===== config.mk =====
export PLATFORM = sky130hd
export DESIGN_NAME = mmio_top
export DESIGN_NICKNAME = d
export VERILOG_FILES = /design/src/mmio_pkg.sv /design/src/adsr_core.sv /design/src/ddfs_core.sv /design/src/mmio_adsr.sv /design/src/mmio_controller.sv /design/src/mmio_ddfs.sv /design/src/mmio_gpo.sv /design/src/mmio_top.sv
export VERILOG_INCLUDE_DIRS = /design/src /design/src/src
export SDC_FILE = /design/constraint.sdc
export NUM_CORES = 1
export LEC_CHECK = 0
export BUFFER_PORTS_ARGS = -buffer_cell sky130_fd_sc_hd__buf_2
export CAP_MARGIN = 15
export CELL_PAD_IN_SITES_DETAIL_PLACEMENT = 1
export CELL_PAD_IN_SITES_GLOBAL_PLACEMENT = 1
export CORE_ASPECT_RATIO = 1.1
export CORE_UTILIZATION = 54
export DETAILED_ROUTE_END_ITERATION = 6
export PLACE_DENSITY_LB_ADDON = 0.15
export SLEW_MARGIN = 20
export SYNTH_ARGS = -nofsm -noshare
export SYNTH_HDL_FRONTEND = slang
export SYNTH_SLANG_ARGS = --single-unit

===== constraint.sdc =====
create_clock -name i_clk -period 15.27 [get_ports i_clk]
set_clock_uncertainty 0.1 [all_clocks]
set_input_delay 2.2905 -clock i_clk [delete_from_list [all_inputs] [get_ports i_clk]]
set_output_delay 2.2905 -clock i_clk [all_outputs]
set_load 0.01 [all_outputs]

===== src/io_mmio_map_defs.svh =====
`ifndef IO_MMIO_MAP_DEFS_SVH
`define IO_MMIO_MAP_DEFS_SVH

// Bus and address fields
`define MMIO_ADDR_W         21
`define MMIO_DATA_W         32
`define MMIO_SLOT_LSB       5
`define MMIO_SLOT_W         6
`define MMIO_REG_W          5
`define MMIO_NUM_SLOTS      64

// Slot numbers
`define IO_S0_GPO           0
`define IO_S1_DDFS          1
`define IO_S2_ADSR          2

// DDFS registers
`define DDFS_REG_CTRL       0
`define DDFS_REG_FCW        1
`define DDFS_REG_POFF       2
`define DDFS_REG_AMP        3

// ADSR registers
`define ADSR_REG_ATTACK     0
`define ADSR_REG_DECAY      1
`define ADSR_REG_SUSTAIN    2
`define ADSR_REG_RELEASE    3
`define ADSR_REG_GATE       4
`define ADSR_REG_STATUS     5

`define ENV_MAX             16'h7FFF
`define UNUSED_SLOT_DATA    32'hFFFF_FFFF

`endif


===== src/mmio_pkg.sv =====
`default_nettype none

package mmio_pkg;

    // Tone generator waveform, CTRL bits 2:1
    typedef enum logic [1:0] {
        WAVE_SAW    = 2'd0,
        WAVE_SQUARE = 2'd1
    } ddfs_wave_e;

    // Envelope generator state, STATUS bits 18:16
    typedef enum logic [2:0] {
        ADSR_IDLE    = 3'd0,
        ADSR_ATTACK  = 3'd1,
        ADSR_DECAY   = 3'd2,
        ADSR_SUSTAIN = 3'd3,
        ADSR_RELEASE = 3'd4
    } adsr_state_e;

endpackage

`default_nettype wire


===== src/adsr_core.sv =====
`timescale 1ns/100ps
`default_nettype none
`include "io_mmio_map_defs.svh"

module adsr_core
    import mmio_pkg::*;
(
    input  logic        i_clk,
    input  logic        i_arst_n,
    input  logic        i_sample_tick,
    input  logic        i_start,
    input  logic        i_release,
    input  logic [15:0] i_attack_step,
    input  logic [15:0] i_decay_step,
    input  logic [15:0] i_sustain_lvl,
    input  logic [15:0] i_release_step,
    output logic [15:0] o_env,
    output adsr_state_e o_state
);

    logic [15:0] sustain;
    logic [16:0] env_up;
    logic [16:0] env_decay;
    logic [16:0] env_rel;

    // Sustain above the ceiling behaves as the ceiling
    assign sustain = (i_sustain_lvl > `ENV_MAX) ? `ENV_MAX : i_sustain_lvl;

    // Bit 16 catches overflow and borrow
    assign env_up    = {1'b0, o_env} + {1'b0, i_attack_step};
    assign env_decay = {1'b0, o_env} - {1'b0, i_decay_step};
    assign env_rel   = {1'b0, o_env} - {1'b0, i_release_step};

    always_ff @(posedge i_clk or negedge i_arst_n) begin
        if (!i_arst_n) begin
            o_state <= ADSR_IDLE;
            o_env   <= '0;
        end else if (i_start) begin
            o_state <= ADSR_ATTACK;
        end else if (i_release && o_state != ADSR_IDLE) begin
            o_state <= ADSR_RELEASE;
        end else if (i_sample_tick) begin
            case (o_state)
                ADSR_ATTACK: begin
                    if (env_up >= {1'b0, `ENV_MAX}) begin
                        o_env   <= `ENV_MAX;
                        o_state <= ADSR_DECAY;
                    end else begin
                        o_env <= env_up[15:0];
                    end
                end
                ADSR_DECAY: begin
                    if (env_decay[16] || env_decay[15:0] <= sustain) begin
                        o_env   <= sustain;
                        o_state <= ADSR_SUSTAIN;
                    end else begin
                        o_env <= env_decay[15:0];
                    end
                end
                ADSR_RELEASE: begin
                    if (env_rel[16] || env_rel[15:0] == '0) begin
                        o_env   <= '0;
                        o_state <= ADSR_IDLE;
                    end else begin
                        o_env <= env_rel[15:0];
                    end
                end
                // Idle and sustain hold
                default: ;
            endcase
        end
    end

    a_env_ceiling: assert property (
        @(posedge i_clk) disable iff (!i_arst_n)
        o_env <= `ENV_MAX
    ) else $error("Envelope above ceiling");

    a_idle_silent: assert property (
        @(posedge i_clk) disable iff (!i_arst_n)
        (o_state == ADSR_IDLE && !i_start) |-> (o_env == '0)
    ) else $error("Envelope not zero in idle");

endmodule

`default_nettype wire


===== src/ddfs_core.sv =====
`timescale 1ns/100ps
`default_nettype none

module ddfs_core
    import mmio_pkg::*;
(
    input  logic        i_clk,
    input  logic        i_arst_n,
    input  logic        i_sample_tick,
    input  logic [31:0] i_fcw,
    input  logic [31:0] i_poff,
    input  ddfs_wave_e  i_wave,
    input  logic [15:0] i_amp,
    input  logic [15:0] i_env_ext,
    input  logic        i_env_sel,
    output logic [15:0] o_pcm_out,
    output logic        o_pcm_valid
);

    logic [31:0]        phase;
    logic [31:0]        phase_off;
    logic signed [15:0] wave;
    logic [15:0]        gain;
    logic signed [32:0] product;

    assign phase_off = phase + i_poff;

    always_comb begin
        case (i_wave)
            WAVE_SQUARE: wave = phase_off[31] ? 16'sh8001 : 16'sh7FFF;
            default:     wave = $signed(phase_off[31:16]);
        endcase
    end

    // Amplitude is unsigned, so extend it with a zero sign bit
    assign gain    = i_env_sel ? i_env_ext : i_amp;
    assign product = wave * $signed({1'b0, gain});

    always_ff @(posedge i_clk or negedge i_arst_n) begin
        if (!i_arst_n) begin
            phase       <= '0;
            o_pcm_out   <= '0;
            o_pcm_valid <= 1'b0;
        end else begin
            o_pcm_valid <= i_sample_tick;
            if (i_sample_tick) begin
                phase     <= phase + i_fcw;
                // Product >>> 15
                o_pcm_out <= product[30:15];
            end
        end
    end

endmodule

`default_nettype wire


===== src/mmio_adsr.sv =====
`timescale 1ns/100ps
`default_nettype none
`include "io_mmio_map_defs.svh"

module mmio_adsr
    import mmio_pkg::*;
(
    input  logic                    i_clk,
    input  logic                    i_arst_n,
    input  logic                    i_cs,
    input  logic                    i_write,
    input  logic                    i_read,
    input  logic [`MMIO_REG_W-1:0]  i_addr,
    input  logic [`MMIO_DATA_W-1:0] i_write_data,
    output logic [`MMIO_DATA_W-1:0] o_read_data,
    // Envelope generator side
    input  logic [15:0]             i_env,
    input  adsr_state_e             i_state,
    output logic [15:0]             o_attack_step,
    output logic [15:0]             o_decay_step,
    output logic [15:0]             o_sustain_lvl,
    output logic [15:0]             o_release_step,
    output logic                    o_start,
    output logic                    o_release
);

    logic gate_wr;

    assign gate_wr = i_cs && i_write && (i_addr == `ADSR_REG_GATE);

    always_ff @(posedge i_clk or negedge i_arst_n) begin
        if (!i_arst_n) begin
            o_attack_step  <= '0;
            o_decay_step   <= '0;
            o_sustain_lvl  <= '0;
            o_release_step <= '0;
        end else if (i_cs && i_write) begin
            case (i_addr)
                `ADSR_REG_ATTACK:  o_attack_step  <= i_write_data[15:0];
                `ADSR_REG_DECAY:   o_decay_step   <= i_write_data[15:0];
                `ADSR_REG_SUSTAIN: o_sustain_lvl  <= i_write_data[15:0];
                `ADSR_REG_RELEASE: o_release_step <= i_write_data[15:0];
                default: ;
            endcase
        end
    end

    // Gate writes become one-cycle pulses
    always_ff @(posedge i_clk or negedge i_arst_n) begin
        if (!i_arst_n) begin
            o_start   <= 1'b0;
            o_release <= 1'b0;
        end else begin
            o_start   <= gate_wr && i_write_data[0];
            o_release <= gate_wr && i_write_data[1];
        end
    end

    always_comb begin
        o_read_data = '0;
        if (i_cs && i_read) begin
            case (i_addr)
                `ADSR_REG_ATTACK:  o_read_data = {16'd0, o_attack_step};
                `ADSR_REG_DECAY:   o_read_data = {16'd0, o_decay_step};
                `ADSR_REG_SUSTAIN: o_read_data = {16'd0, o_sustain_lvl};
                `ADSR_REG_RELEASE: o_read_data = {16'd0, o_release_step};
                `ADSR_REG_STATUS:  o_read_data = {13'd0, i_state, i_env};
                default:           o_read_data = '0;
            endcase
        end
    end

endmodule

`default_nettype wire


===== src/mmio_controller.sv =====
`timescale 1ns/100ps
`default_nettype none
`include "io_mmio_map_defs.svh"

module mmio_controller (
    input  logic                                     i_mmio_cs,
    input  logic                                     i_mmio_write,
    input  logic                                     i_mmio_read,
    input  logic [`MMIO_ADDR_W-1:0]                  i_mmio_addr,
    input  logic [`MMIO_DATA_W-1:0]                  i_mmio_write_data,
    output logic [`MMIO_DATA_W-1:0]                  o_mmio_read_data,
    // Slot side
    output logic [`MMIO_NUM_SLOTS-1:0]               o_slot_cs,
    output logic [`MMIO_NUM_SLOTS-1:0]               o_slot_read,
    output logic [`MMIO_NUM_SLOTS-1:0]               o_slot_write,
    output logic [`MMIO_REG_W-1:0]                   o_slot_reg_addr,
    output logic [`MMIO_DATA_W-1:0]                  o_slot_write_data,
    input  logic [`MMIO_NUM_SLOTS*`MMIO_DATA_W-1:0]  i_slot_read_data
);

    logic [`MMIO_SLOT_W-1:0] slot;

    assign slot              = i_mmio_addr[`MMIO_SLOT_LSB +: `MMIO_SLOT_W];
    assign o_slot_reg_addr   = i_mmio_addr[`MMIO_REG_W-1:0];
    assign o_slot_write_data = i_mmio_write_data;

    // One-hot slot select
    always_comb begin
        o_slot_cs       = '0;
        o_slot_cs[slot] = i_mmio_cs;
    end

    assign o_slot_read  = i_mmio_read  ? o_slot_cs : '0;
    assign o_slot_write = i_mmio_write ? o_slot_cs : '0;

    // Read lane of the addressed slot
    assign o_mmio_read_data = i_slot_read_data[slot*`MMIO_DATA_W +: `MMIO_DATA_W];

    // Bus strobes checked after each update
    always_comb begin
        assert final (!(i_mmio_cs && i_mmio_read && i_mmio_write))
            else $error("Bus read and write strobes high together");
    end

endmodule

`default_nettype wire


===== src/mmio_ddfs.sv =====
`timescale 1ns/100ps
`default_nettype none
`include "io_mmio_map_defs.svh"

module mmio_ddfs
    import mmio_pkg::*;
(
    input  logic                    i_clk,
    input  logic                    i_arst_n,
    input  logic                    i_cs,
    input  logic                    i_write,
    input  logic                    i_read,
    input  logic [`MMIO_REG_W-1:0]  i_addr,
    input  logic [`MMIO_DATA_W-1:0] i_write_data,
    output logic [`MMIO_DATA_W-1:0] o_read_data,
    // Tone generator settings
    output logic [31:0]             o_fcw,
    output logic [31:0]             o_poff,
    output ddfs_wave_e              o_wave,
    output logic [15:0]             o_amp,
    output logic                    o_env_sel
);

    logic [2:0] ctrl;

    always_ff @(posedge i_clk or negedge i_arst_n) begin
        if (!i_arst_n) begin
            ctrl   <= '0;
            o_fcw  <= '0;
            o_poff <= '0;
            o_amp  <= '0;
        end else if (i_cs && i_write) begin
            case (i_addr)
                `DDFS_REG_CTRL: ctrl   <= i_write_data[2:0];
                `DDFS_REG_FCW:  o_fcw  <= i_write_data;
                `DDFS_REG_POFF: o_poff <= i_write_data;
                `DDFS_REG_AMP:  o_amp  <= i_write_data[15:0];
                default: ;
            endcase
        end
    end

    assign o_env_sel = ctrl[0];
    assign o_wave    = ddfs_wave_e'(ctrl[2:1]);

    always_comb begin
        o_read_data = '0;
        if (i_cs && i_read) begin
            case (i_addr)
                `DDFS_REG_CTRL: o_read_data = {29'd0, ctrl};
                `DDFS_REG_FCW:  o_read_data = o_fcw;
                `DDFS_REG_POFF: o_read_data = o_poff;
                `DDFS_REG_AMP:  o_read_data = {16'd0, o_amp};
                default:        o_read_data = '0;
            endcase
        end
    end

endmodule

`default_nettype wire


===== src/mmio_gpo.sv =====
`timescale 1ns/100ps
`default_nettype none
`include "io_mmio_map_defs.svh"

module mmio_gpo (
    input  logic                    i_clk,
    input  logic                    i_arst_n,
    input  logic                    i_cs,
    input  logic                    i_write,
    input  logic                    i_read,
    input  logic [`MMIO_REG_W-1:0]  i_addr,
    input  logic [`MMIO_DATA_W-1:0] i_write_data,
    output logic [`MMIO_DATA_W-1:0] o_read_data,
    output logic [`MMIO_DATA_W-1:0] o_gpo
);

    // Single register, the whole slot aliases onto it
    always_ff @(posedge i_clk or negedge i_arst_n) begin
        if (!i_arst_n) begin
            o_gpo <= '0;
        end else if (i_cs && i_write) begin
            o_gpo <= i_write_data;
        end
    end

    assign o_read_data = (i_cs && i_read) ? o_gpo : '0;

endmodule

`default_nettype wire


===== src/mmio_top.sv =====
`timescale 1ns/100ps
`default_nettype none
`include "io_mmio_map_defs.svh"

module mmio_top
    import mmio_pkg::*;
(
    input  logic                    i_clk,
    input  logic                    i_arst_n,
    // MMIO bus
    input  logic                    i_mmio_cs,
    input  logic                    i_mmio_write,
    input  logic                    i_mmio_read,
    input  logic [`MMIO_ADDR_W-1:0] i_mmio_addr,
    input  logic [`MMIO_DATA_W-1:0] i_mmio_write_data,
    output logic [`MMIO_DATA_W-1:0] o_mmio_read_data,
    // External
    input  logic                    i_sample_tick,
    output logic [3:0]              o_led,
    output logic [15:0]             o_pcm_out,
    output logic                    o_pcm_valid
);

    logic [`MMIO_NUM_SLOTS-1:0]              slot_cs;
    logic [`MMIO_NUM_SLOTS-1:0]              slot_read;
    logic [`MMIO_NUM_SLOTS-1:0]              slot_write;
    logic [`MMIO_REG_W-1:0]                  slot_reg_addr;
    logic [`MMIO_DATA_W-1:0]                 slot_write_data;
    logic [`MMIO_NUM_SLOTS*`MMIO_DATA_W-1:0] slot_read_data;

    mmio_controller mmio_controller_unit (
        .i_mmio_cs         (i_mmio_cs),
        .i_mmio_write      (i_mmio_write),
        .i_mmio_read       (i_mmio_read),
        .i_mmio_addr       (i_mmio_addr),
        .i_mmio_write_data (i_mmio_write_data),
        .o_mmio_read_data  (o_mmio_read_data),
        .o_slot_cs         (slot_cs),
        .o_slot_read       (slot_read),
        .o_slot_write      (slot_write),
        .o_slot_reg_addr   (slot_reg_addr),
        .o_slot_write_data (slot_write_data),
        .i_slot_read_data  (slot_read_data)
    );

    // Slot 0, GPO
    logic [`MMIO_DATA_W-1:0] gpo;

    mmio_gpo mmio_gpo_unit (
        .i_clk        (i_clk),
        .i_arst_n     (i_arst_n),
        .i_cs         (slot_cs[`IO_S0_GPO]),
        .i_write      (slot_write[`IO_S0_GPO]),
        .i_read       (slot_read[`IO_S0_GPO]),
        .i_addr       (slot_reg_addr),
        .i_write_data (slot_write_data),
        .o_read_data  (slot_read_data[`IO_S0_GPO*`MMIO_DATA_W +: `MMIO_DATA_W]),
        .o_gpo        (gpo)
    );

    assign o_led = gpo[3:0];

    // Slot 1, DDFS
    logic [31:0] fcw;
    logic [31:0] poff;
    ddfs_wave_e  wave;
    logic [15:0] amp;
    logic        env_sel;
    logic [15:0] env;

    mmio_ddfs mmio_ddfs_unit (
        .i_clk        (i_clk),
        .i_arst_n     (i_arst_n),
        .i_cs         (slot_cs[`IO_S1_DDFS]),
        .i_write      (slot_write[`IO_S1_DDFS]),
        .i_read       (slot_read[`IO_S1_DDFS]),
        .i_addr       (slot_reg_addr),
        .i_write_data (slot_write_data),
        .o_read_data  (slot_read_data[`IO_S1_DDFS*`MMIO_DATA_W +: `MMIO_DATA_W]),
        .o_fcw        (fcw),
        .o_poff       (poff),
        .o_wave       (wave),
        .o_amp        (amp),
        .o_env_sel    (env_sel)
    );

    ddfs_core ddfs_core_unit (
        .i_clk         (i_clk),
        .i_arst_n      (i_arst_n),
        .i_sample_tick (i_sample_tick),
        .i_fcw         (fcw),
        .i_poff        (poff),
        .i_wave        (wave),
        .i_amp         (amp),
        .i_env_ext     (env),
        .i_env_sel     (env_sel),
        .o_pcm_out     (o_pcm_out),
        .o_pcm_valid   (o_pcm_valid)
    );

    // Slot 2, ADSR
    logic [15:0] attack_step;
    logic [15:0] decay_step;
    logic [15:0] sustain_lvl;
    logic [15:0] release_step;
    logic        start;
    logic        release_cmd;
    adsr_state_e state;

    mmio_adsr mmio_adsr_unit (
        .i_clk          (i_clk),
        .i_arst_n       (i_arst_n),
        .i_cs           (slot_cs[`IO_S2_ADSR]),
        .i_write        (slot_write[`IO_S2_ADSR]),
        .i_read         (slot_read[`IO_S2_ADSR]),
        .i_addr         (slot_reg_addr),
        .i_write_data   (slot_write_data),
        .o_read_data    (slot_read_data[`IO_S2_ADSR*`MMIO_DATA_W +: `MMIO_DATA_W]),
        .i_env          (env),
        .i_state        (state),
        .o_attack_step  (attack_step),
        .o_decay_step   (decay_step),
        .o_sustain_lvl  (sustain_lvl),
        .o_release_step (release_step),
        .o_start        (start),
        .o_release      (release_cmd)
    );

    adsr_core adsr_core_unit (
        .i_clk          (i_clk),
        .i_arst_n       (i_arst_n),
        .i_sample_tick  (i_sample_tick),
        .i_start        (start),
        .i_release      (release_cmd),
        .i_attack_step  (attack_step),
        .i_decay_step   (decay_step),
        .i_sustain_lvl  (sustain_lvl),
        .i_release_step (release_step),
        .o_env          (env),
        .o_state        (state)
    );

    // Unused slots read back all ones
    for (genvar i = 3; i < `MMIO_NUM_SLOTS; i++) begin : g_unused_slot
        assign slot_read_data[i*`MMIO_DATA_W +: `MMIO_DATA_W] = `UNUSED_SLOT_DATA;
    end

endmodule

`default_nettype wire


== Word level (Yosys, flattened, before mapping) ==
Cells that the tools add are included.
Storage, ports and cells
  input bits: 59
  flip-flop bits (word level): 249
  output and inout bits: 53
  logic and storage cells: 96
Cells by class
  reduce and logical (&&, ||, !) cells: 29
  eq/ne operators: 12
  shift-type cells: 1
  add/subtract/negate cells: 5
  multipliers: 1
  muxes and demuxes: 24
  $lt $le $gt $ge: 5
  bitwise gates (word level): 3
Operator list (count)
  2048-bit by 12-bit variable part select with 32-bit output: 1
  32-bit one-hot mux with 4 select lines: 1
  16-bit 2-to-1 mux: 7
  32-bit 2-to-1 mux: 3
  19-bit one-hot mux with 5 select lines: 1
  32-bit adder: 2
  16-bit one-hot mux with 3 select lines: 1
  16-bit by 16-bit subtractor with 17-bit output: 2
  16-bit by 17-bit multiplier with 31-bit output: 1
  3-bit 2-to-1 mux: 8
  16-bit by 16-bit adder with 17-bit output: 1
  17-bit by 15-bit >= comparator with 1-bit output (second input constant): 1
  16-bit by 15-bit > comparator with 1-bit output (second input constant): 1
  16-bit less-or-equal comparator: 1
  16-bit zero test: 1
  2-bit AND reduction: 8
  4-bit by 2-bit inequality test with 1-bit output (second input constant): 3
  1-bit logical AND: 11
  5-bit by 2-bit equality test with 1-bit output (second input constant): 2
  5-bit by 3-bit equality test with 1-bit output (second input constant): 2
  3-bit one-hot mux with 3 select lines: 1
  3-bit nonzero test: 3
  6-bit by 7-bit < comparator with 1-bit output (second input constant): 1
  1-bit demux with 6-bit select: 1
  14 further kinds: 16

== Longest topological paths before layout ==
Gate-level depths: netlist of the first run.
  word-level depth: 9
  gate-level depth with buffers: 38
  gate-level depth less buffers: 36

== Modules after synthesis ==
Synthesis of the first run repeated with hierarchy kept, for this count alone.
Second synthesis, totals
  cells, all modules: 5095
  area, all modules: 43163.9 µm²
By module, submodules not included
  mmio_controller: seq. area each 0.0 µm², times used 1, area each 17421.7 µm², cells each 2405
  ddfs_core: seq. area each 1226.2 µm², times used 1, area each 13228.9 µm², cells each 1536
  adsr_core: seq. area each 475.5 µm², times used 1, area each 3875.0 µm², cells each 514
  mmio_ddfs: seq. area each 2077.0 µm², times used 1, area each 3753.6 µm², cells each 272
  mmio_adsr: seq. area each 1651.6 µm², times used 1, area each 3344.5 µm², cells each 261
  mmio_gpo: seq. area each 800.8 µm², times used 1, area each 1536.5 µm², cells each 106
  mmio_top: seq. area each 0.0 µm², times used 1, area each 3.8 µm², cells each 1

== Worst setup path before layout of the first run ==
Ideal clock, no wire load.
  path type: register to register
  start point: reg ddfs_core_unit.phase[8]
  end point: reg ddfs_core_unit.o_pcm_out[15]
  period minus slack after synthesis: 8.142 ns
  data arrival time: 7.972 ns
  required time: 15.101 ns
  cell stages (with the launch flop): 35
  library setup time: 0.069 ns
  buffers on the path: 2
  setup slack: 7.128 ns
  path through: dfrtp_1 -> ha_1 -> a2111oi_0 -> o21ai_1 -> o21ai_2 -> a31oi_1 -> o2111ai_1 -> a21boi_1 -> or2_1 -> a21o_1 -> xor2_1 -> a21oi_1 -> buf_2 -> nor2_1 -> fa_1 -> inv_1 -> fa_1 -> fa_1 -> inv_1 -> fa_1 -> fa_1 -> fa_1 -> ha_1 -> clkbuf_1 -> a21oi_1 -> o21ai_0 -> a21o_1 -> nand2_1 -> nand2_1 -> a21oi_1 -> o21bai_1 -> a21oi_1 -> o21bai_1 -> or3b_1 -> nand3_1
On the way
  cells in the longest elaborated chain, start to end: 4
RTL lines
  from (decl): line ddfs_core.sv:20  | logic [31:0] phase;
  from (signal assigned): line ddfs_core.sv:47  | phase <= phase + i_fcw;
  32-bit adder *: line ddfs_core.sv:26  | assign phase_off = phase + i_poff;
  16-bit 2-to-1 mux: line ddfs_core.sv:30  | WAVE_SQUARE: wave = phase_off[31] ? 16'sh8001 : 16'sh7FFF;
  16-bit 2-to-1 mux *: line ddfs_core.sv:29  | case (i_wave)
  16-bit by 17-bit multiplier with 31-bit output *: line ddfs_core.sv:37  | assign product = wave * $signed({1'b0, gain});
  to (signal assigned): line ddfs_core.sv:49  | o_pcm_out <= product[30:15];
  to (decl): line ddfs_core.sv:16  | output logic [15:0] o_pcm_out,
Every way passes the cells marked *; elsewhere a longest branch is shown, timed or not.
A chain may end at the register's enable or synchronous reset.

== Worst setup path in the final report of the first run ==
  start point: reg ddfs_core_unit.phase[8]
  end point: reg ddfs_core_unit.o_pcm_out[5]
Same word-level chain as after synthesis.

==> results.py, run 1 <==
metrics = {
    "floorplanning": {
        "rows": 83,
        "ioPinCount": 112,
        "die_area_um2": 48420,
        "start_util": 0.5481,
        "die_h_um": 230.7,
        "coreArea_um2": 46840,
        "fp.dieW_um": 209.9,
    },
    "clock_network": {
        "cts_resized": 0,
        "h-tree-depth": 1,
        "numCtsBuffers": 29,
        "clockBufferDepth": 3,
        "cts-root-buf": "clkbuf_16",
        "post_cts_buffers": 0,
        "ctsHoldBuffers": 0,
        "clk_latency_ns": 0.60,
        "clock-sinks": 249,
        "cts.clk_slew.worst_paths_ns": 0.06,
        "cts_tree": "yes",
    },
    "timing": {
        "max-slew-margin-rel": 0.1946,
        "hold_viol": 0,
        "max_freq_ghz": 0.09464,
        "setup_tns_ns": 0,
        "slew_viol_final": 0,
        "finalSetupViolCount": 0,
        "min_period_ns": 10.57,
        "tightest_slew_ns": 1.174,
        "finalCritPeriodShare": 0.6920,
        "whs_ns": 0.4101,
        "rsz0062_at_grt": "false",
    },
    "drt": {
        "postRouteAntennaNets": 0,
        "routed_via_density": 6.346,
        "drc_errors": 0,
        "drt_wl_total_um": 89270,
        "vias": 22193,
        "wire_per_inst_um": 25.53,
        "drt-initial-drc-count": 1477,
        "firstDrtPassIters": 5,
    },
    "worst_setup_path": {
        "critical-path-max-stage-delay_ns": 0.73,
        "required_ns": 15.64,
        "worstPathArrival_ns": 10.94,
        "r2r_slack_ns": 4.70,
        "rr_worst_depth": 34,
        "crit_slowest_cell": "a211oi_1",
        "start_kind": "flip-flop",
        "path_class": "reg2reg",
        "rr_endpoint": "ddfs_core_unit.o_pcm_out[5]$_DFFE_PN0P_",
        "r2r-start": "ddfs_core_unit.phase[8]$_DFFE_PN0P_",
        "crit_fanout": 14,
        "cp-end-kind": "flip-flop",
    },
    "placed_design": {
        "placed_cells": 3444,
        "place_area_um2": 26850,
        "hpwl_um": 69130,
        "numPortBuffers": 101,
        "gp_congestion": 0.9557,
    },
    "final_layout": {
        "fin_cells": 3497,
        "mostFrequentLayoutCells": "inv_1, nand2_1, dfrtp_1",
        "design_area_um2": 27870,
        "final_common_cell": "inv_1",
        "areaGrowthSynthToFinish_pct": 8.554,
        "n_fill_cell": 5392,
        "final_layout_size_suffix_gt1_frac": 0.1539,
        "fin_nets": 3328,
    },
    "run": {
        "maxCapViolCount": 0,
    },
    "power_and_ir_drop": {
        "ir_drop_uv": 91.38,
        "p_leak_nw": 14.02,
        "power.density_nw_per_um2": 79.61,
        "finalPower_mw": 2.218,
    },
    "hold_path": {
        "hold_path_depth": 1,
        "hold_end": "mmio_gpo_unit.o_gpo[18]$_DFFE_PN0P_",
        "hold_class": "reg2reg",
        "worstHoldStart": "mmio_gpo_unit.o_gpo[18]$_DFFE_PN0P_",
    },
    "logic_synthesis": {
        "synth-seq-area-share": 0.2427,
        "syn_area_per_cell_um2": 9.221,
        "synth_ff_type": "dfrtp_1",
        "syn_area_um2": 25670,
        "synth_seq_cells": 249,
        "synthArstFlopShare": 1.000,
        "ys_warn_count": 0,
        "yosysUniqueCellTypes": 88,
        "synth_edf_count": 0,
        "postSynthCellCount": 2784,
        "syn_nets": 3273,
    },
    "global_routing": {
        "overflow": 0,
        "first_global_vias": 24231,
        "grt_first_pass_wirelength_um": 138500,
        "grt_max_degree": 90,
        "grt_use_total": 0.3738,
        "antenna_found_initial": 1,
    },
    "run_status": {
        "status": "completed",
    },
}
==> cell type report <==
class / count / area (um2) / area share
flip-flops and latches: 249 / 6231 / 0.2236
inverters: 318 / 1194 / 0.04283
diodes: 1 / 2.502 / 0.00008979
clock buffers: 40 / 827.0 / 0.02968
clock inverters: 11 / 156.4 / 0.005612
repair buffers: 141 / 828.3 / 0.02972
multi-input cells: 2100 / 17830 / 0.6399
well taps: 637 / 797.0 / 0.02860
==> how the worst max path moves through the flow <==
stage | start | end | slack, ns | depth (start not counted)
after global routing | ddfs_core_unit.phase[8]$_DFFE_PN0P_ | ddfs_core_unit.o_pcm_out[14]$_DFFE_PN0P_ | 4.46 | 35
after floorplan | ddfs_core_unit.phase[8]$_DFFE_PN0P_ | ddfs_core_unit.o_pcm_out[15]$_DFFE_PN0P_ | 7.13 | 34
after detailed placement | ddfs_core_unit.phase[8]$_DFFE_PN0P_ | ddfs_core_unit.o_pcm_out[5]$_DFFE_PN0P_ | 5.04 | 34
after global placement | ddfs_core_unit.phase[8]$_DFFE_PN0P_ | ddfs_core_unit.o_pcm_out[13]$_DFFE_PN0P_ | 5.16 | 34
after CTS | ddfs_core_unit.phase[8]$_DFFE_PN0P_ | ddfs_core_unit.o_pcm_out[5]$_DFFE_PN0P_ | 4.88 | 34
final | ddfs_core_unit.phase[8]$_DFFE_PN0P_ | ddfs_core_unit.o_pcm_out[5]$_DFFE_PN0P_ | 4.70 | 34
==> registers in the layout, indices dropped and copies added, names as in the netlist, 32 cells and up <==
register	count
mmio_ddfs_unit.o_fcw	32
mmio_gpo_unit.o_gpo	32
ddfs_core_unit.phase	32
mmio_ddfs_unit.o_poff	32
==> cells by family after synthesis <==
group | count (synthesis) | synth area share
simple gates | 711 | 0.1260
compound gates | 631 | 0.1633
buf+inv | 435 | 0.06458
fa+ha+maj | 430 | 0.2672
flops | 249 | 0.2427
mux | 245 | 0.1078
xor+xnor | 82 | 0.02827
other cells | 1 | 0.0001461
==> per-stage QoR <==
stage | utilization | worst slack, ns
2_1_floorplan | - | 7.128
3_3_place_gp | 0.5733 | 5.164
3_5_place_dp | 0.5733 | 5.039
4_1_cts | 0.5943 | 4.885
5_1_grt | 0.5950 | 4.459
6_report | 0.5950 | 4.704
==> cells in the mapped netlist, types with 6 or more instances <==
| master | number | share of area |
|---|---|---|
| o211ai_1 | 12 | 0.0035 |
| a21oi_1 | 152 | 0.030 |
| fa_1 | 197 | 0.15 |
| or2_2 | 8 | 0.0019 |
| buf_2 | 8 | 0.0016 |
| nor3_1 | 32 | 0.0062 |
| a221oi_1 | 36 | 0.012 |
| o21a_1 | 19 | 0.0056 |
| a22oi_1 | 18 | 0.0053 |
| or3_1 | 9 | 0.0022 |
| o21bai_1 | 13 | 0.0038 |
| a21o_1 | 48 | 0.014 |
| o21ai_1 | 8 | 0.0016 |
| nand2b_1 | 25 | 0.0061 |
| mux2_2 | 212 | 0.093 |
| o21ai_0 | 149 | 0.029 |
| ha_1 | 233 | 0.11 |
| and3_1 | 27 | 0.0066 |
| and2_1 | 22 | 0.0054 |
| o31ai_1 | 14 | 0.0041 |
| nand4_1 | 24 | 0.0058 |
| xnor2_1 | 48 | 0.016 |
| o221a_2 | 6 | 0.0026 |
| nor2_1 | 197 | 0.029 |
| a31oi_1 | 14 | 0.0034 |
| a211oi_1 | 15 | 0.0044 |
| mux2_1 | 9 | 0.0039 |
| clkbuf_1 | 93 | 0.014 |
| a22o_1 | 46 | 0.016 |
| inv_1 | 317 | 0.046 |
| mux2i_1 | 21 | 0.0082 |
| nor2b_1 | 23 | 0.0056 |
| nor4_1 | 6 | 0.0015 |
| a21boi_0 | 11 | 0.0032 |
| nand3_1 | 39 | 0.0076 |
| xor2_1 | 33 | 0.011 |
| dfrtp_1 | 249 | 0.24 |
| buf_1 | 12 | 0.0018 |
| nand2_1 | 274 | 0.040 |
==> power breakdown <==
part	leakage, nW	internal (mW)	switching, mW
sequential	3.23	0.708	0.0884
combinational	10.3	0.272	0.418
clock	0.475	0.429	0.304
total	14.0	1.41	0.810
==> critical path, delay by kind of cell (launching register included) <==
kind | cells | cell delay (ns)
buf+inv | 6 | 0.69
mux | 1 | 0.26
fa+ha+maj | 8 | 3.73
simple gates | 8 | 2.22
xor+xnor | 2 | 0.61
compound gates | 9 | 2.40
flops | 1 | 0.42
==> layer usage <==
layer / GRT usage / wire [um] / vias to the layer above
met5: 0 / 0 / -
met4: 0.1886 / 4850 / 0
met3: 0.04135 / 4932 / 239
met2: 0.6410 / 43920 / 767
met1: 0.4673 / 35560 / 11412
li1: - / - / 9775
Power figures use the tool's default switching activity.
==> inputs of run 2 (changes only) <==
ABC_AREA = 1   (was not set)
CORE_UTILIZATION = 47   (was 54)
clock period = 10.1 ns   (was 15.27 ns; I/O delays follow)
==> results.py, run 2 <==
metrics = {
    "final_layout": {
        "multi_input_area_um2": 17350,
        "utilization": 0.5211,
        "seq_area_um2": 6231,
        "n_fill_cell": 7139,
        "final_common_cell": "nand2_1",
        "areaGrowthSynthToFinish_pct": 9.351,
        "mostFrequentLayoutCells": "nand2_1, inv_1, o21ai_0",
        "final_layout_size_suffix_gt1_frac": 0.07110,
        "insertedDiodeCount": 0,
        "fin_nets": 4135,
    },
    "timing": {
        "max-slew-margin-rel": 0.2261,
        "finalSetupViolCount": 0,
        "max_freq_ghz": 0.1202,
        "min_period_ns": 8.320,
        "hold_viol": 0,
        "finalCritPeriodShare": 0.8238,
        "worst_slack_ns": 1.780,
        "slew_viol_final": 0,
        "rsz0062_at_grt": "false",
        "tightest_slew_ns": 1.153,
        "setup_tns_ns": 0,
    },
    "drt": {
        "routed.top_layer": "met4",
        "wire_per_inst_um": 22.61,
        "postRouteAntennaNets": 0,
        "vias": 25367,
        "firstDrtPassIters": 6,
        "drc_errors": 0,
        "drt_wl_total_um": 99640,
        "drt-initial-drc-count": 1880,
        "routed_via_density": 5.756,
        "met3WireLength_um": 6219,
        "wirelength_met1_um": 40650,
        "dr_wl_met2_um": 46430,
    },
    "logic_synthesis": {
        "synth_ff_type": "dfrtp_1",
        "yosysMostFrequentCell": "nand2_1",
        "synth_edf_count": 0,
        "synthArstFlopShare": 1.000,
        "syn_area_per_cell_um2": 7.304,
        "synth_common_cells": "nand2_1, inv_1, o21ai_0",
        "syn_nets": 4074,
        "yosysTopAreaCellShare": 0.2379,
        "ys_warn_count": 0,
        "syn_area_um2": 26190,
        "ys_top_cells_by_area": "dfrtp_1, fa_1, nand2_1, ha_1, inv_1",
        "synth_seq_cells": 249,
        "yosysTopAreaCell": "dfrtp_1",
        "postSynthCellCount": 3585,
        "yosysUniqueCellTypes": 64,
        "synth-seq-area-share": 0.2379,
    },
    "worst_setup_path": {
        "required_ns": 10.44,
        "start_kind": "flip-flop",
        "worstPathArrival_ns": 8.66,
        "r2r-start": "ddfs_core_unit.phase[11]$_DFFE_PN0P_",
        "cp-end-kind": "flip-flop",
        "rr_worst_depth": 32,
        "critical-path-max-stage-delay_ns": 0.63,
        "path_class": "reg2reg",
        "crit_buf_inv": 5,
        "crit_slowest_cell": "fa_1",
        "path_delay_family": "adder cells",
        "r2r_slack_ns": 1.78,
        "rr_endpoint": "ddfs_core_unit.o_pcm_out[12]$_DFFE_PN0P_",
        "crit_fanout": 10,
    },
    "global_routing": {
        "grt_max_degree": 159,
        "grt_use_total": 0.3576,
        "first_global_vias": 26961,
        "overflow": 0,
        "grt_first_pass_wirelength_um": 153500,
        "antenna_found_initial": 1,
    },
    "clock_network": {
        "cts_resized": 0,
        "clk_latency_ns": 0.57,
        "h-tree-depth": 2,
        "cts_tree": "yes",
        "clock-sinks": 249,
        "ctsHoldBuffers": 0,
        "cts-root-buf": "clkbuf_16",
        "numCtsBuffers": 34,
        "cts.clk_slew.worst_paths_ns": 0.06,
        "clockBufferDepth": 3,
        "post_cts_buffers": 0,
    },
    "floorplanning": {
        "ioPinCount": 112,
        "rows": 90,
        "start_util": 0.4765,
        "die_area_um2": 56660,
        "fp.dieW_um": 227.1,
        "die_h_um": 249.6,
        "coreArea_um2": 54950,
    },
    "hold_path": {
        "hold_path_depth": 2,
        "hold_end": "ddfs_core_unit.o_pcm_out[4]$_DFFE_PN0P_",
        "hold_class": "reg2reg",
        "worstHoldStart": "ddfs_core_unit.o_pcm_out[4]$_DFFE_PN0P_",
    },
    "run_status": {
        "status": "completed",
    },
    "placed_design": {
        "numPortBuffers": 101,
        "dpl_worst_slack_ns": 1.835,
        "hpwl_um": 78270,
        "gp_congestion": 0.9690,
    },
    "power_and_ir_drop": {
        "p_leak_nw": 14.57,
        "ir_drop_uv": 100.9,
        "finalPower_mw": 3.888,
        "power.density_nw_per_um2": 135.8,
    },
    "run": {
        "maxCapViolCount": 0,
    },
}
run 2: how the worst max path moves through the flow:
| stage | startpoint | endpoint | slack (ns) | depth (start not counted) |
|---|---|---|---|---|
| 2_1_floorplan | ddfs_core_unit.phase[2]$_DFFE_PN0P_ | ddfs_core_unit.o_pcm_out[13]$_DFFE_PN0P_ | 3.16 | 32 |
| 3_3_place_gp | ddfs_core_unit.phase[10]$_DFFE_PN0P_ | ddfs_core_unit.o_pcm_out[12]$_DFFE_PN0P_ | 1.97 | 32 |
| 3_5_place_dp | ddfs_core_unit.phase[11]$_DFFE_PN0P_ | ddfs_core_unit.o_pcm_out[12]$_DFFE_PN0P_ | 1.83 | 32 |
| 4_1_cts | ddfs_core_unit.phase[11]$_DFFE_PN0P_ | ddfs_core_unit.o_pcm_out[12]$_DFFE_PN0P_ | 1.79 | 32 |
| 5_1_grt | ddfs_core_unit.phase[11]$_DFFE_PN0P_ | ddfs_core_unit.o_pcm_out[12]$_DFFE_PN0P_ | 1.12 | 33 |
| 6_report | ddfs_core_unit.phase[11]$_DFFE_PN0P_ | ddfs_core_unit.o_pcm_out[12]$_DFFE_PN0P_ | 1.78 | 32 |
run 2: worst reg2reg max path: cells and delay by family (launching register included):
| kind | cells | cell delay (ns) |
|---|---|---|
| AOI/OAI and AO/OA | 11 | 1.98 |
| adders and majority gates | 8 | 3.81 |
| DFF | 1 | 0.43 |
| buffers and inverters | 5 | 0.74 |
| and+or+nand+nor | 8 | 1.12 |
run 2: cell families after synthesis:
| group | synth area share |
|---|---|
| xor gates and xnor gates | 0.02308 |
| DFF | 0.2379 |
| other | 0.0001432 |
| AOI/OAI and AO/OA | 0.1440 |
| and+or+nand+nor | 0.2318 |
| buffers and inverters | 0.1011 |
| adders and majority gates | 0.2619 |
run 2: power breakdown:
part           leakage [nW]  internal (mW)  switching, mW
clock                 0.563          0.752          0.512
sequential             3.17           1.08          0.133
combinational          10.8          0.450          0.957
total                  14.6           2.29           1.60
run 2: area by class of cell:
| class | count | area share |
|---|---|---|
| multi-input combinational | 2647 | 0.6058 |
| inverter | 577 | 0.07564 |
| timing repair buffer | 137 | 0.02788 |
| clock inverter | 15 | 0.007515 |
| tap | 736 | 0.03216 |
| clock buffer | 46 | 0.03338 |
| sequential | 249 | 0.2176 |
run 2: stage by stage:
| step | cell area, um2 | instances | hold WS, ns |
|---|---|---|---|
| floorplan | 26190 | 3585 | 0.3530 |
| global placement | 27450 | 4346 | 0.3577 |
| detailed placement | 27460 | 4346 | 0.3609 |
| CTS | 28630 | 4407 | 0.3759 |
| global route | 28640 | 4407 | 0.3985 |
| finish | 28640 | 4407 | 0.3698 |
run 2: layer usage:
layer | global-route usage | vias up
met4 | 0.2077 | 0
met5 | 0 | -
met1 | 0.4532 | 12642
met2 | 0.5742 | 857
met3 | 0.05769 | 295
li1 | - | 11573
